<file path="src/dbg_i2c_settings.svh">
// Debug I2C width settings

`ifndef DBG_I2C_SETTINGS_SVH
`define DBG_I2C_SETTINGS_SVH

//////////////////////////////////////////////////
// Debug register side
//////////////////////////////////////////////////

`define DBG_I2C_DATA_W      16  // Debug register word
`define DBG_I2C_REG_ADDR_W  6   // Debug register address

//////////////////////////////////////////////////
// I2C side
//////////////////////////////////////////////////

`define DBG_I2C_DEV_ADDR_W  7   // 7-bit slave address
`define DBG_I2C_BYTE_W      8   // One byte on the wire

`endif
</file>
<file path="src/dbg_i2c_pkg.sv">
// Debug I2C shared types

`include "dbg_i2c_settings.svh"

package dbg_i2c_pkg;

  // Bit-level slave states
  typedef enum logic [2:0] {
    rx_addr     = 3'h0,  // Device address plus R/W bit
    rx_addr_ack = 3'h1,
    rx_data     = 3'h2,  // Byte from master
    rx_data_ack = 3'h3,
    tx_data     = 3'h4,  // Byte to master
    tx_data_ack = 3'h5   // Master ACK or NACK
  } link_state_t;

  // Debug command states
  typedef enum logic [2:0] {
    rx_cmd     = 3'h0,
    rx_byte_lo = 3'h1,
    rx_byte_hi = 3'h2,
    tx_byte_lo = 3'h3,
    tx_byte_hi = 3'h4
  } access_state_t;

  // Command byte, MSB first
  typedef struct packed {
    logic                            write;       // Set for register write
    logic                            byte_width;  // Set for 8-bit access
    logic [`DBG_I2C_REG_ADDR_W-1:0]  addr;
  } dbg_cmd_t;

endpackage

</file>
<file path="src/dbg_i2c_byte_if.sv">
// Link to register access byte bus

`timescale 1ns/1ps

`include "dbg_i2c_settings.svh"

interface dbg_i2c_byte_if;

  logic                        rx_done;  // Data byte received, single pulse
  logic [`DBG_I2C_BYTE_W-1:0]  rx_byte;  // Valid with rx_done
  logic                        tx_done;  // Transmit byte finished, single pulse
  logic [`DBG_I2C_BYTE_W-1:0]  tx_byte;  // Next byte to send, level

  // Bit-level slave side
  modport link (
    output rx_done,
    output rx_byte,
    output tx_done,
    input  tx_byte
  );

  // Command FSM side
  modport access (
    input  rx_done,
    input  rx_byte,
    input  tx_done,
    output tx_byte
  );

endinterface

</file>
<file path="src/dbg_i2c_top.sv">
// Debug I2C slave top level

`timescale 1ns/1ps

`include "dbg_i2c_settings.svh"

module dbg_i2c_top (
  input  logic                           dbg_clk,
  input  logic                           dbg_rst,
  input  logic                           dbg_i2c_scl,
  input  logic                           dbg_i2c_sda_in,
  input  logic [`DBG_I2C_DEV_ADDR_W-1:0] dbg_i2c_addr,     // Our slave address
  input  logic [`DBG_I2C_DATA_W-1:0]     dbg_dout,
  output logic                           dbg_i2c_sda_out,  // Open-drain enable, active low
  output logic [`DBG_I2C_REG_ADDR_W-1:0] dbg_addr,
  output logic [`DBG_I2C_DATA_W-1:0]     dbg_din,
  output logic                           dbg_wr,
  output logic                           dbg_rd
);

  logic scl;
  logic scl_rise;
  logic scl_fall;
  logic sda;
  logic sda_rise;
  logic sda_fall;

  dbg_i2c_byte_if bus0 ();  // Link to command FSM

  // Line conditioning
  dbg_i2c_line_filter scl_filter (
    .dbg_clk (dbg_clk),
    .dbg_rst (dbg_rst),
    .line_in (dbg_i2c_scl),
    .level   (scl),
    .rise    (scl_rise),
    .fall    (scl_fall)
  );

  dbg_i2c_line_filter sda_filter (
    .dbg_clk (dbg_clk),
    .dbg_rst (dbg_rst),
    .line_in (dbg_i2c_sda_in),
    .level   (sda),
    .rise    (sda_rise),
    .fall    (sda_fall)
  );

  dbg_i2c_link link0 (
    .dbg_clk  (dbg_clk),
    .dbg_rst  (dbg_rst),
    .scl      (scl),
    .scl_rise (scl_rise),
    .scl_fall (scl_fall),
    .sda      (sda),
    .sda_rise (sda_rise),
    .sda_fall (sda_fall),
    .dev_addr (dbg_i2c_addr),
    .sda_out  (dbg_i2c_sda_out),
    .byte_bus (bus0.link)
  );

  dbg_i2c_reg_access access0 (
    .dbg_clk  (dbg_clk),
    .dbg_rst  (dbg_rst),
    .dbg_dout (dbg_dout),
    .dbg_addr (dbg_addr),
    .dbg_din  (dbg_din),
    .dbg_wr   (dbg_wr),
    .dbg_rd   (dbg_rd),
    .byte_bus (bus0.access)
  );

endmodule

</file>
<file path="src/dbg_i2c_reg_access.sv">
// Debug register access FSM

`timescale 1ns/1ps

`include "dbg_i2c_settings.svh"

module dbg_i2c_reg_access (
  input  logic                           dbg_clk,
  input  logic                           dbg_rst,
  input  logic [`DBG_I2C_DATA_W-1:0]     dbg_dout,  // Read data, held by the unit
  output logic [`DBG_I2C_REG_ADDR_W-1:0] dbg_addr,
  output logic [`DBG_I2C_DATA_W-1:0]     dbg_din,
  output logic                           dbg_wr,
  output logic                           dbg_rd,
  dbg_i2c_byte_if.access                 byte_bus
);

  import dbg_i2c_pkg::*;

  access_state_t              state;
  access_state_t              state_nxt;
  dbg_cmd_t                   cmd;
  logic                       dbg_bw;       // 8-bit access when set
  logic                       cmd_valid;
  logic                       rx_lo_valid;
  logic                       rx_hi_valid;
  logic [`DBG_I2C_BYTE_W-1:0] din_lo;
  logic [`DBG_I2C_BYTE_W-1:0] din_hi;

  assign cmd = dbg_cmd_t'(byte_bus.rx_byte);  // Decode is only used in rx_cmd

  //////////////////////////////////////////////////
  // Command FSM
  //////////////////////////////////////////////////

  always_comb begin
    state_nxt = state;
    case (state)
      rx_cmd:     if (byte_bus.rx_done) state_nxt = cmd.write ? rx_byte_lo : tx_byte_lo;
      rx_byte_lo: if (byte_bus.rx_done) state_nxt = dbg_bw ? rx_cmd : rx_byte_hi;
      rx_byte_hi: if (byte_bus.rx_done) state_nxt = rx_cmd;
      tx_byte_lo: if (byte_bus.tx_done) state_nxt = dbg_bw ? rx_cmd : tx_byte_hi;
      tx_byte_hi: if (byte_bus.tx_done) state_nxt = rx_cmd;
      default:    state_nxt = rx_cmd;
    endcase
  end

  always_ff @(posedge dbg_clk or posedge dbg_rst) begin
    if (dbg_rst) begin
      state <= rx_cmd;
    end else begin
      state <= state_nxt;
    end
  end

  assign cmd_valid   = (state == rx_cmd) & byte_bus.rx_done;
  assign rx_lo_valid = (state == rx_byte_lo) & byte_bus.rx_done;
  assign rx_hi_valid = (state == rx_byte_hi) & byte_bus.rx_done;

  //////////////////////////////////////////////////
  // Address, data and strobes
  //////////////////////////////////////////////////

  // Address and width held until the next command
  always_ff @(posedge dbg_clk or posedge dbg_rst) begin
    if (dbg_rst) begin
      dbg_addr <= '0;
      dbg_bw   <= 1'b0;
    end else if (cmd_valid) begin
      dbg_addr <= cmd.addr;
      dbg_bw   <= cmd.byte_width;
    end
  end

  always_ff @(posedge dbg_clk or posedge dbg_rst) begin
    if (dbg_rst) begin
      din_lo <= '0;
      din_hi <= '0;
    end else if (rx_lo_valid) begin
      din_lo <= byte_bus.rx_byte;
      din_hi <= '0;  // Stays zero for 8-bit writes
    end else if (rx_hi_valid) begin
      din_hi <= byte_bus.rx_byte;
    end
  end

  assign dbg_din = {din_hi, din_lo};

  // Strobes one clock after the deciding byte
  always_ff @(posedge dbg_clk or posedge dbg_rst) begin
    if (dbg_rst) begin
      dbg_wr <= 1'b0;
      dbg_rd <= 1'b0;
    end else begin
      dbg_wr <= dbg_bw ? rx_lo_valid : rx_hi_valid;  // Last byte of the write
      dbg_rd <= cmd_valid & ~cmd.write;
    end
  end

  // Low byte goes first
  assign byte_bus.tx_byte = (state == tx_byte_hi) ?
                            dbg_dout[`DBG_I2C_DATA_W-1:`DBG_I2C_BYTE_W] :
                            dbg_dout[`DBG_I2C_BYTE_W-1:0];

endmodule

</file>
<file path="src/dbg_i2c_link.sv">
// I2C bit-level slave

`timescale 1ns/1ps

`include "dbg_i2c_settings.svh"

module dbg_i2c_link (
  input  logic                          dbg_clk,
  input  logic                          dbg_rst,
  input  logic                          scl,       // Filtered SCL
  input  logic                          scl_rise,
  input  logic                          scl_fall,
  input  logic                          sda,       // Filtered SDA
  input  logic                          sda_rise,
  input  logic                          sda_fall,
  input  logic [`DBG_I2C_DEV_ADDR_W-1:0] dev_addr,
  output logic                          sda_out,   // Low pulls the open-drain bus
  dbg_i2c_byte_if.link                  byte_bus
);

  import dbg_i2c_pkg::*;

  // Only the sentinel left once all eight bits are out
  localparam logic [`DBG_I2C_BYTE_W:0] TX_EMPTY = {1'b1, {`DBG_I2C_BYTE_W{1'b0}}};

  logic                       start_det;
  logic                       stop_det;
  logic                       active_q;
  logic                       active;
  logic                       init;       // Back to address reception
  logic                       addr_nack;  // Address byte is not ours
  link_state_t                state;
  link_state_t                state_nxt;
  logic [`DBG_I2C_BYTE_W:0]   shift_buf;  // Data plus sentinel
  logic [1:0]                 rise_dly;
  logic                       sample;
  logic                       rx_en;
  logic                       rx_shift_done;
  logic                       tx_shift_done;
  logic                       tx_en_pre;
  logic                       rx_init;
  logic                       tx_init;
  logic                       tx_shift;

  //////////////////////////////////////////////////
  // START, STOP and active flag
  //////////////////////////////////////////////////

  assign start_det = sda_fall & scl;  // Also covers repeated START
  assign stop_det  = sda_rise & scl;

  always_ff @(posedge dbg_clk or posedge dbg_rst) begin
    if (dbg_rst) begin
      active_q <= 1'b0;
    end else if (start_det) begin
      active_q <= 1'b1;
    end else if (stop_det || addr_nack) begin
      active_q <= 1'b0;
    end
  end

  assign active = active_q & ~stop_det;
  assign init   = ~active | start_det;

  //////////////////////////////////////////////////
  // Bit-level FSM
  //////////////////////////////////////////////////

  always_comb begin
    state_nxt = state;
    if (init) begin
      state_nxt = rx_addr;
    end else begin
      case (state)
        rx_addr:     if (rx_shift_done && !addr_nack) state_nxt = rx_addr_ack;
        rx_addr_ack: if (scl_fall) state_nxt = shift_buf[0] ? tx_data : rx_data;  // R/W bit
        rx_data:     if (rx_shift_done) state_nxt = rx_data_ack;
        rx_data_ack: if (scl_fall) state_nxt = rx_data;
        tx_data:     if (tx_shift_done) state_nxt = tx_data_ack;
        tx_data_ack: if (scl_fall) state_nxt = sda ? rx_addr : tx_data;  // NACK ends the read
        default:     state_nxt = rx_addr;
      endcase
    end
  end

  always_ff @(posedge dbg_clk or posedge dbg_rst) begin
    if (dbg_rst) begin
      state <= rx_addr;
    end else begin
      state <= state_nxt;
    end
  end

  //////////////////////////////////////////////////
  // Shift register
  //////////////////////////////////////////////////

  // Sample point sits two cycles after the SCL rise
  always_ff @(posedge dbg_clk or posedge dbg_rst) begin
    if (dbg_rst) begin
      rise_dly <= 2'b00;
    end else begin
      rise_dly <= {rise_dly[0], scl_rise};
    end
  end

  assign sample = rise_dly[1];

  assign rx_en         = (state == rx_addr) | (state == rx_data);
  assign rx_shift_done = rx_en & scl_fall & shift_buf[`DBG_I2C_BYTE_W];  // Sentinel at the top
  assign tx_shift_done = (state == tx_data) & scl_fall & (shift_buf == TX_EMPTY);

  assign addr_nack = (state == rx_addr) & rx_shift_done &
                     (shift_buf[`DBG_I2C_BYTE_W-1:1] != dev_addr);

  assign rx_init = init |
                   ((state == rx_addr_ack) & scl_fall & ~shift_buf[0]) |
                   ((state == rx_data_ack) & scl_fall);
  // Load the read byte while SCL is high on the ACK bit
  assign tx_init = ((state == rx_addr_ack) & scl_rise & shift_buf[0]) |
                   ((state == tx_data_ack) & scl_rise);

  assign tx_en_pre = (state_nxt == tx_data);
  assign tx_shift  = tx_en_pre & scl_fall & (shift_buf != TX_EMPTY);

  always_ff @(posedge dbg_clk or posedge dbg_rst) begin
    if (dbg_rst) begin
      shift_buf <= {{`DBG_I2C_BYTE_W{1'b0}}, 1'b1};
    end else if (rx_init) begin
      shift_buf <= {{`DBG_I2C_BYTE_W{1'b0}}, 1'b1};  // Empty with the sentinel at bit 0
    end else if (tx_init) begin
      shift_buf <= {byte_bus.tx_byte, 1'b1};
    end else if (rx_en && sample) begin
      shift_buf <= {shift_buf[`DBG_I2C_BYTE_W-1:0], sda};
    end else if (tx_shift) begin
      shift_buf <= {shift_buf[`DBG_I2C_BYTE_W-1:0], 1'b0};
    end
  end

  //////////////////////////////////////////////////
  // SDA drive and byte strobes
  //////////////////////////////////////////////////

  // Changes only while SCL is low
  always_ff @(posedge dbg_clk or posedge dbg_rst) begin
    if (dbg_rst) begin
      sda_out <= 1'b1;  // Released
    end else if (scl_fall) begin
      sda_out <= ~((state_nxt == rx_addr_ack) |
                   (state_nxt == rx_data_ack) |
                   (tx_shift & ~shift_buf[`DBG_I2C_BYTE_W]));  // MSB of what is left
    end
  end

  assign byte_bus.rx_done = rx_shift_done & (state == rx_data);  // Address byte excluded
  assign byte_bus.rx_byte = shift_buf[`DBG_I2C_BYTE_W-1:0];
  assign byte_bus.tx_done = tx_shift_done;

endmodule

</file>
<file path="src/dbg_i2c_line_filter.sv">
// I2C line filter

`timescale 1ns/1ps

module dbg_i2c_line_filter (
  input  logic dbg_clk,
  input  logic dbg_rst,
  input  logic line_in,  // Raw pin
  output logic level,    // Filtered level
  output logic rise,     // One-cycle pulse
  output logic fall      // One-cycle pulse
);

  //////////////////////////////////////////////////
  // Synchronizer
  //////////////////////////////////////////////////

  logic [1:0] sync_q;   // Two-flop synchronizer
  logic [1:0] hist_q;   // Two older samples
  logic       level_q;  // Previous filtered level

  always_ff @(posedge dbg_clk or posedge dbg_rst) begin
    if (dbg_rst) begin
      sync_q <= 2'b11;  // Idle bus is high
    end else begin
      sync_q <= {sync_q[0], line_in};
    end
  end

  // Sample history for the vote
  always_ff @(posedge dbg_clk or posedge dbg_rst) begin
    if (dbg_rst) begin
      hist_q <= 2'b11;
    end else begin
      hist_q <= {hist_q[0], sync_q[1]};
    end
  end

  //////////////////////////////////////////////////
  // Majority vote and edges
  //////////////////////////////////////////////////

  // Two out of three wins, kills single-cycle glitches
  assign level = (sync_q[1] & hist_q[0]) |
                 (sync_q[1] & hist_q[1]) |
                 (hist_q[0] & hist_q[1]);

  always_ff @(posedge dbg_clk or posedge dbg_rst) begin
    if (dbg_rst) begin
      level_q <= 1'b1;
      rise    <= 1'b0;
      fall    <= 1'b0;
    end else begin
      level_q <= level;
      rise    <= level & ~level_q;  // Lands one cycle after the level
      fall    <= ~level & level_q;
    end
  end

endmodule

</file>
<file path="config.mk">
export PLATFORM = sky130hd
export DESIGN_NAME = dbg_i2c_top
export DESIGN_NICKNAME = d
export VERILOG_FILES = /design/src/dbg_i2c_pkg.sv /design/src/dbg_i2c_byte_if.sv /design/src/dbg_i2c_top.sv /design/src/dbg_i2c_reg_access.sv /design/src/dbg_i2c_link.sv /design/src/dbg_i2c_line_filter.sv
export VERILOG_INCLUDE_DIRS = /design/src
export SDC_FILE = /design/constraint.sdc
export NUM_CORES = 1
export LEC_CHECK = 0
export BUFFER_PORTS_ARGS = -buffer_cell sky130_fd_sc_hd__buf_2
export CAP_MARGIN = 20
export CORE_ASPECT_RATIO = 1.2
export CORE_MARGIN = 2
export CORE_UTILIZATION = 59
export DETAILED_ROUTE_END_ITERATION = 6
export PLACE_DENSITY = 0.89
export RECOVER_POWER = 50
export SLEW_MARGIN = 5
export SYNTH_ARGS = -nofsm -noshare
export SYNTH_HDL_FRONTEND = slang
export SYNTH_SLANG_ARGS = --single-unit
</file>
<file path="constraint.sdc">
create_clock -name dbg_clk -period 4.4 [get_ports dbg_clk]
set_clock_uncertainty 0.05 [all_clocks]
set_input_delay 0 -clock dbg_clk [delete_from_list [all_inputs] [get_ports dbg_clk]]
set_output_delay 0 -clock dbg_clk [all_outputs]
set_load 0.05 [all_outputs]
</file>
==> impl_table.tex <==
\begin{tabular}{lr}
\hline
Metric & Value \\
\hline
\multicolumn{2}{l}{\textbf{Outcome}} \\
Result of the run & finished clean \\
\multicolumn{2}{l}{\textbf{Hold path}} \\
Instance count along the most critical hold path & 5 \\
Class of the worst hold path & input pin to flop \\
Hold\_sp & dbg\_dout[7] \\
\multicolumn{2}{l}{\textbf{Pwr}} \\
Worst voltage drop across the vdd grid & around 300 uV \\
Overall power consumption & around 1.2 mW \\
Leak & around 1.4 nW \\
P per Cell Area & 375 nW/um2 \\
\multicolumn{2}{l}{\textbf{Synth}} \\
Post-synthesis cell type with the largest combined area & sky130\_fd\_sc\_hd\_\_dfrtp\_1 \\
FF+latch count, synth & 58 \\
Fraction of the yosys area taken by sequential cells & a little under three fifths \\
Post-Synthesis Net Count & 265 \\
Primary FF master, synth & sky130\_fd\_sc\_hd\_\_dfrtp\_1 \\
Mapped Area & $\sim$2600 um2 \\
Average footprint of a synthesized cell & 11.1 um2 \\
Number of enable-type register cells in the synthesized netlist & 0 \\
Share of Yosys cell area claimed by the top area cell type & 43.6\% \\
Yosys warnings & 0 \\
Dominant cells by area after synthesis & sky130\_fd\_sc\_hd\_\_dfrtp\_1, sky130\_fd\_sc\_hd\_\_dfstp\_2, sky130\_fd\_sc\_hd\_\_mux2\_2 \\
Mapped Cells & 238 \\
Number of distinct library cells after synthesis & 46 \\
Share of flip-flops with an asynchronous set or reset & 100\% \\
\multicolumn{2}{l}{\textbf{Worst setup path}} \\
Cell occurring most often along the worst timing path & sky130\_fd\_sc\_hd\_\_o21ai\_1 \\
Crit path cell chain & and3b\_1, o21ai\_1, nand2\_1, o21ai\_1, o2bb2ai\_1 \\
Length in cells of the worst reg-to-reg path & 5 \\
Buffer and inverter count on the worst path & 0 \\
Biggest fanout along the worst timing path & 15 \\
Cell class contributing the biggest share of worst-path delay & compound AO/OA/AOI/OAI gates \\
Number of gates on the worst path with buffers counted & 5 \\
Maximum cell stage delay along the critical path & 590 ps \\
Critical Path Sink Type & flop \\
Critical-path cell with the highest stage delay & sky130\_fd\_sc\_hd\_\_dfrtp\_1 \\
Beginning of the critical path & link0.state[1] \\
Element type at the critical path start & flop \\
Classification of the worst setup path & flop to flop \\
Worst endpoint required time & 4550 ps \\
Critical path data arrival time & 2320 ps \\
Worst reg2reg startpoint & link0.state[1] \\
\multicolumn{2}{l}{\textbf{Floorplan}} \\
Total die area & a little over 5000 um2 \\
Die height & between 70 and 80 um \\
I/O pin total & 52 \\
Std-Cell Core Area & between 4000 and 5000 um2 \\
Initial standard-cell utilization of the core & 61.5\% \\
Horizontal die dimension & between 60 and 70 um \\
Rows & 26 \\
\multicolumn{2}{l}{\textbf{Clocking}} \\
TritonCTS clock tree & built \\
H-tree Lvls & 3 \\
Clock root buffer & sky130\_fd\_sc\_hd\_\_clkbuf\_8 \\
Clk slew on worst S/H paths & $\sim$60 ps \\
CTS sink cnt & 58 \\
Maximum clock insertion buffer count & 2 \\
Total clock buffers created by CTS & 9 \\
Clock insertion delay at the later pin of the skew report & 340 ps \\
\multicolumn{2}{l}{\textbf{Final layout}} \\
Util after Layout & around 73\% \\
Synthesis-to-layout area growth & 18.7\% \\
Post-Layout Inst Area & 3130 um2 \\
Total number of nets in the final design & $\sim$320 \\
Fillcell total & around 330 \\
Non-Filler Instances & $\sim$360 \\
Diode insertion count for antenna repair & 0 \\
Share of post-route cells with drive strength above 1 & between 20\% and 30\% \\
\multicolumn{2}{l}{\textbf{Detailed routing}} \\
Total wirelength of the detailed-routed design & roughly 5700 um \\
Number of routed nets with antenna violations & 0 \\
Initial drt markers & $\sim$160 \\
Total vias in the final route & 2042 \\
Wirelength per Cell & around 16 um \\
First drt pass iteration count & 4 \\
Total DRC errors in the routed layout & 0 \\
Number of vias per cell after detailed routing & between 5 and 6 \\
\multicolumn{2}{l}{\textbf{STA}} \\
Crit path time final & 2170 ps \\
Worst slew margin relative to its limit & a little over two fifths \\
Hold Slack & around 26 ps \\
Final hold violation count & 0 \\
RSZ-0062 raised after global routing & no \\
Final setup margin & 2230 ps \\
Summed negative setup slack over all endpoints & 0 ps \\
Number of slew-limit violations in the final report & 0 \\
Final setup violation count & 0 \\
Post-route fraction of the period consumed by the critical path & 49.4\% \\
Achievable Freq & $\sim$0.46 GHz \\
Slew at the pin closest to its max-slew limit & around 850 ps \\
\multicolumn{2}{l}{\textbf{Placed design}} \\
Placed inst area & about 2900 um2 \\
Post-detail-place hpwl & slightly below 4000 um \\
DP Cell Count & about 340 \\
Buffers on Ports & roughly 50 \\
Weighted congestion reported at the end of routability-driven placement & between 0.8 and 0.9 \\
Worst setup timing slack at the placement stage & approximately 2000 ps \\
\multicolumn{2}{l}{\textbf{Run}} \\
Maximum Capacitance Violations & 0 \\
\multicolumn{2}{l}{\textbf{Global routing}} \\
Initial antenna violation count & 0 \\
Largest net degree at the start of global routing & 59 \\
Total overflow reported by the global router & 0 \\
Number of global-route vias before repair & between 1.5k and 2k \\
Global-route wire length before repair & between 9000 and 10000 um \\
Overall routing resource usage & about a quarter \\
\hline
\end{tabular}
## cells in the mapped netlist (2+ instances only)
library cell and n:
sky130_fd_sc_hd__a21boi_2 2, sky130_fd_sc_hd__a21oi_1 12, sky130_fd_sc_hd__a31oi_1 3, sky130_fd_sc_hd__and2_1 3, sky130_fd_sc_hd__buf_2 6, sky130_fd_sc_hd__clkbuf_1 5
sky130_fd_sc_hd__dfrtp_1 46, sky130_fd_sc_hd__dfstp_2 12, sky130_fd_sc_hd__inv_1 7, sky130_fd_sc_hd__mux2_2 12, sky130_fd_sc_hd__mux2i_1 11, sky130_fd_sc_hd__nand2_1 35
sky130_fd_sc_hd__nand4_1 3, sky130_fd_sc_hd__nor2_1 16, sky130_fd_sc_hd__nor3_1 3, sky130_fd_sc_hd__nor3b_1 2, sky130_fd_sc_hd__nor4_1 2, sky130_fd_sc_hd__nor4_2 3
sky130_fd_sc_hd__o211ai_1 2, sky130_fd_sc_hd__o21ai_0 13, sky130_fd_sc_hd__o21ai_1 2, sky130_fd_sc_hd__o2bb2ai_1 7, sky130_fd_sc_hd__o311ai_0 2, sky130_fd_sc_hd__xnor2_1 5
sky130_fd_sc_hd__xor2_1 3
## area by class of cell
cell class	instances	area [um2]	share of cell area, %
inverters	7	26.3	0.838
repair buffers	57	279	8.90
flip-flops and latches	58	1470	46.8
clock buffers	12	155	4.95
multi-input cells	161	1090	34.7
well taps	56	70.1	2.24
clock inverters	4	50.0	1.60
## cells in the final DEF, fill, tap and decap left out, types with 2 or more instances in the layout
cell,Yosys,routed
sky130_fd_sc_hd__o2bb2ai_1,7,7
sky130_fd_sc_hd__o21ai_1,2,2
sky130_fd_sc_hd__dfstp_1,0,3
sky130_fd_sc_hd__dlygate4sd3_1,0,3
sky130_fd_sc_hd__clkbuf_8,0,11
sky130_fd_sc_hd__o211ai_1,2,2
sky130_fd_sc_hd__nor4_2,3,3
sky130_fd_sc_hd__xor2_1,3,3
sky130_fd_sc_hd__mux2i_1,11,11
sky130_fd_sc_hd__buf_2,6,28
sky130_fd_sc_hd__nor4_1,2,2
sky130_fd_sc_hd__o311ai_0,2,2
sky130_fd_sc_hd__nor3_1,3,3
sky130_fd_sc_hd__a21oi_1,12,12
sky130_fd_sc_hd__and2_1,3,3
sky130_fd_sc_hd__o21ai_0,13,13
sky130_fd_sc_hd__nand4_1,3,3
sky130_fd_sc_hd__clkbuf_1,5,24
sky130_fd_sc_hd__nor3b_1,2,2
sky130_fd_sc_hd__dfrtp_1,46,46
sky130_fd_sc_hd__nand2_1,35,35
sky130_fd_sc_hd__maj3_1,1,2
sky130_fd_sc_hd__clkinvlp_4,0,2
sky130_fd_sc_hd__xnor2_1,5,5
sky130_fd_sc_hd__inv_1,7,6
sky130_fd_sc_hd__a21boi_2,2,2
sky130_fd_sc_hd__buf_4,0,2
sky130_fd_sc_hd__mux2_2,12,12
sky130_fd_sc_hd__nor2_1,16,16
sky130_fd_sc_hd__dfstp_2,12,9
sky130_fd_sc_hd__a31oi_1,3,3
## tightest hold or removal path: cells and delay by family
family | cells | cell delay (ps)
compound gates | 2 | 170
buf+inv | 1 | 70
mux | 1 | 50
simple gates | 1 | 80
## where the power goes
group | switching [mW] | total [mW] | internal [mW]
combinational | 0.0546 | 0.0981 | 0.0435
clock | 0.203 | 0.494 | 0.291
sequential | 0.0250 | 0.582 | 0.557
## timing repair
action | in CTS | in global routing
hold endpoints to repair | 48 | 0
buffers inserted | 0 | 0
hold buffers | 3 | 0
gates resized for setup | 0 | 0
## metal layers
layer  track usage [%]  wire, um
met1              33.7      2320
met2              37.6      2830
met3              7.62       443
met4              11.7       107
met5                 0         0
## flip-flops by register name (all words and copies together) (netlist names), 2 cells and up
register and count:
access0.dbg_addr 6, scl_filter.sync_q 2, sda_filter.hist_q 2, access0.state 3, sda_filter.sync_q 2, link0.rise_dly 2
link0.state 3, scl_filter.hist_q 2, access0.din_lo 8, link0.shift_buf 9, access0.din_hi 8
## final timing paths
| check | end | slack, ps |
|---|---|---|
| worst max-delay path | link0.shift_buf[7] | 2230 |
| worst min-delay path | link0.shift_buf[8] | 30 |
| worst max register to register | link0.shift_buf[7] | 2230 |
| worst min register to register | link0.rise_dly[1] | 300 |
| max in group asynchronous | link0.active_q | 3490 |
| min in group asynchronous | sda_filter.fall | 350 |
## kinds of logic after synthesis
group,synth area share [%]
adder cells (fa/ha/maj),0.805
AND/OR/NAND/NOR,16.5
buffers and inverters,3.27
XOR/XNOR,2.65
AO/OA/AOI/OAI,12.0
flip-flops,55.5
multiplexers,9.28
Power figures use the tool's default switching activity.
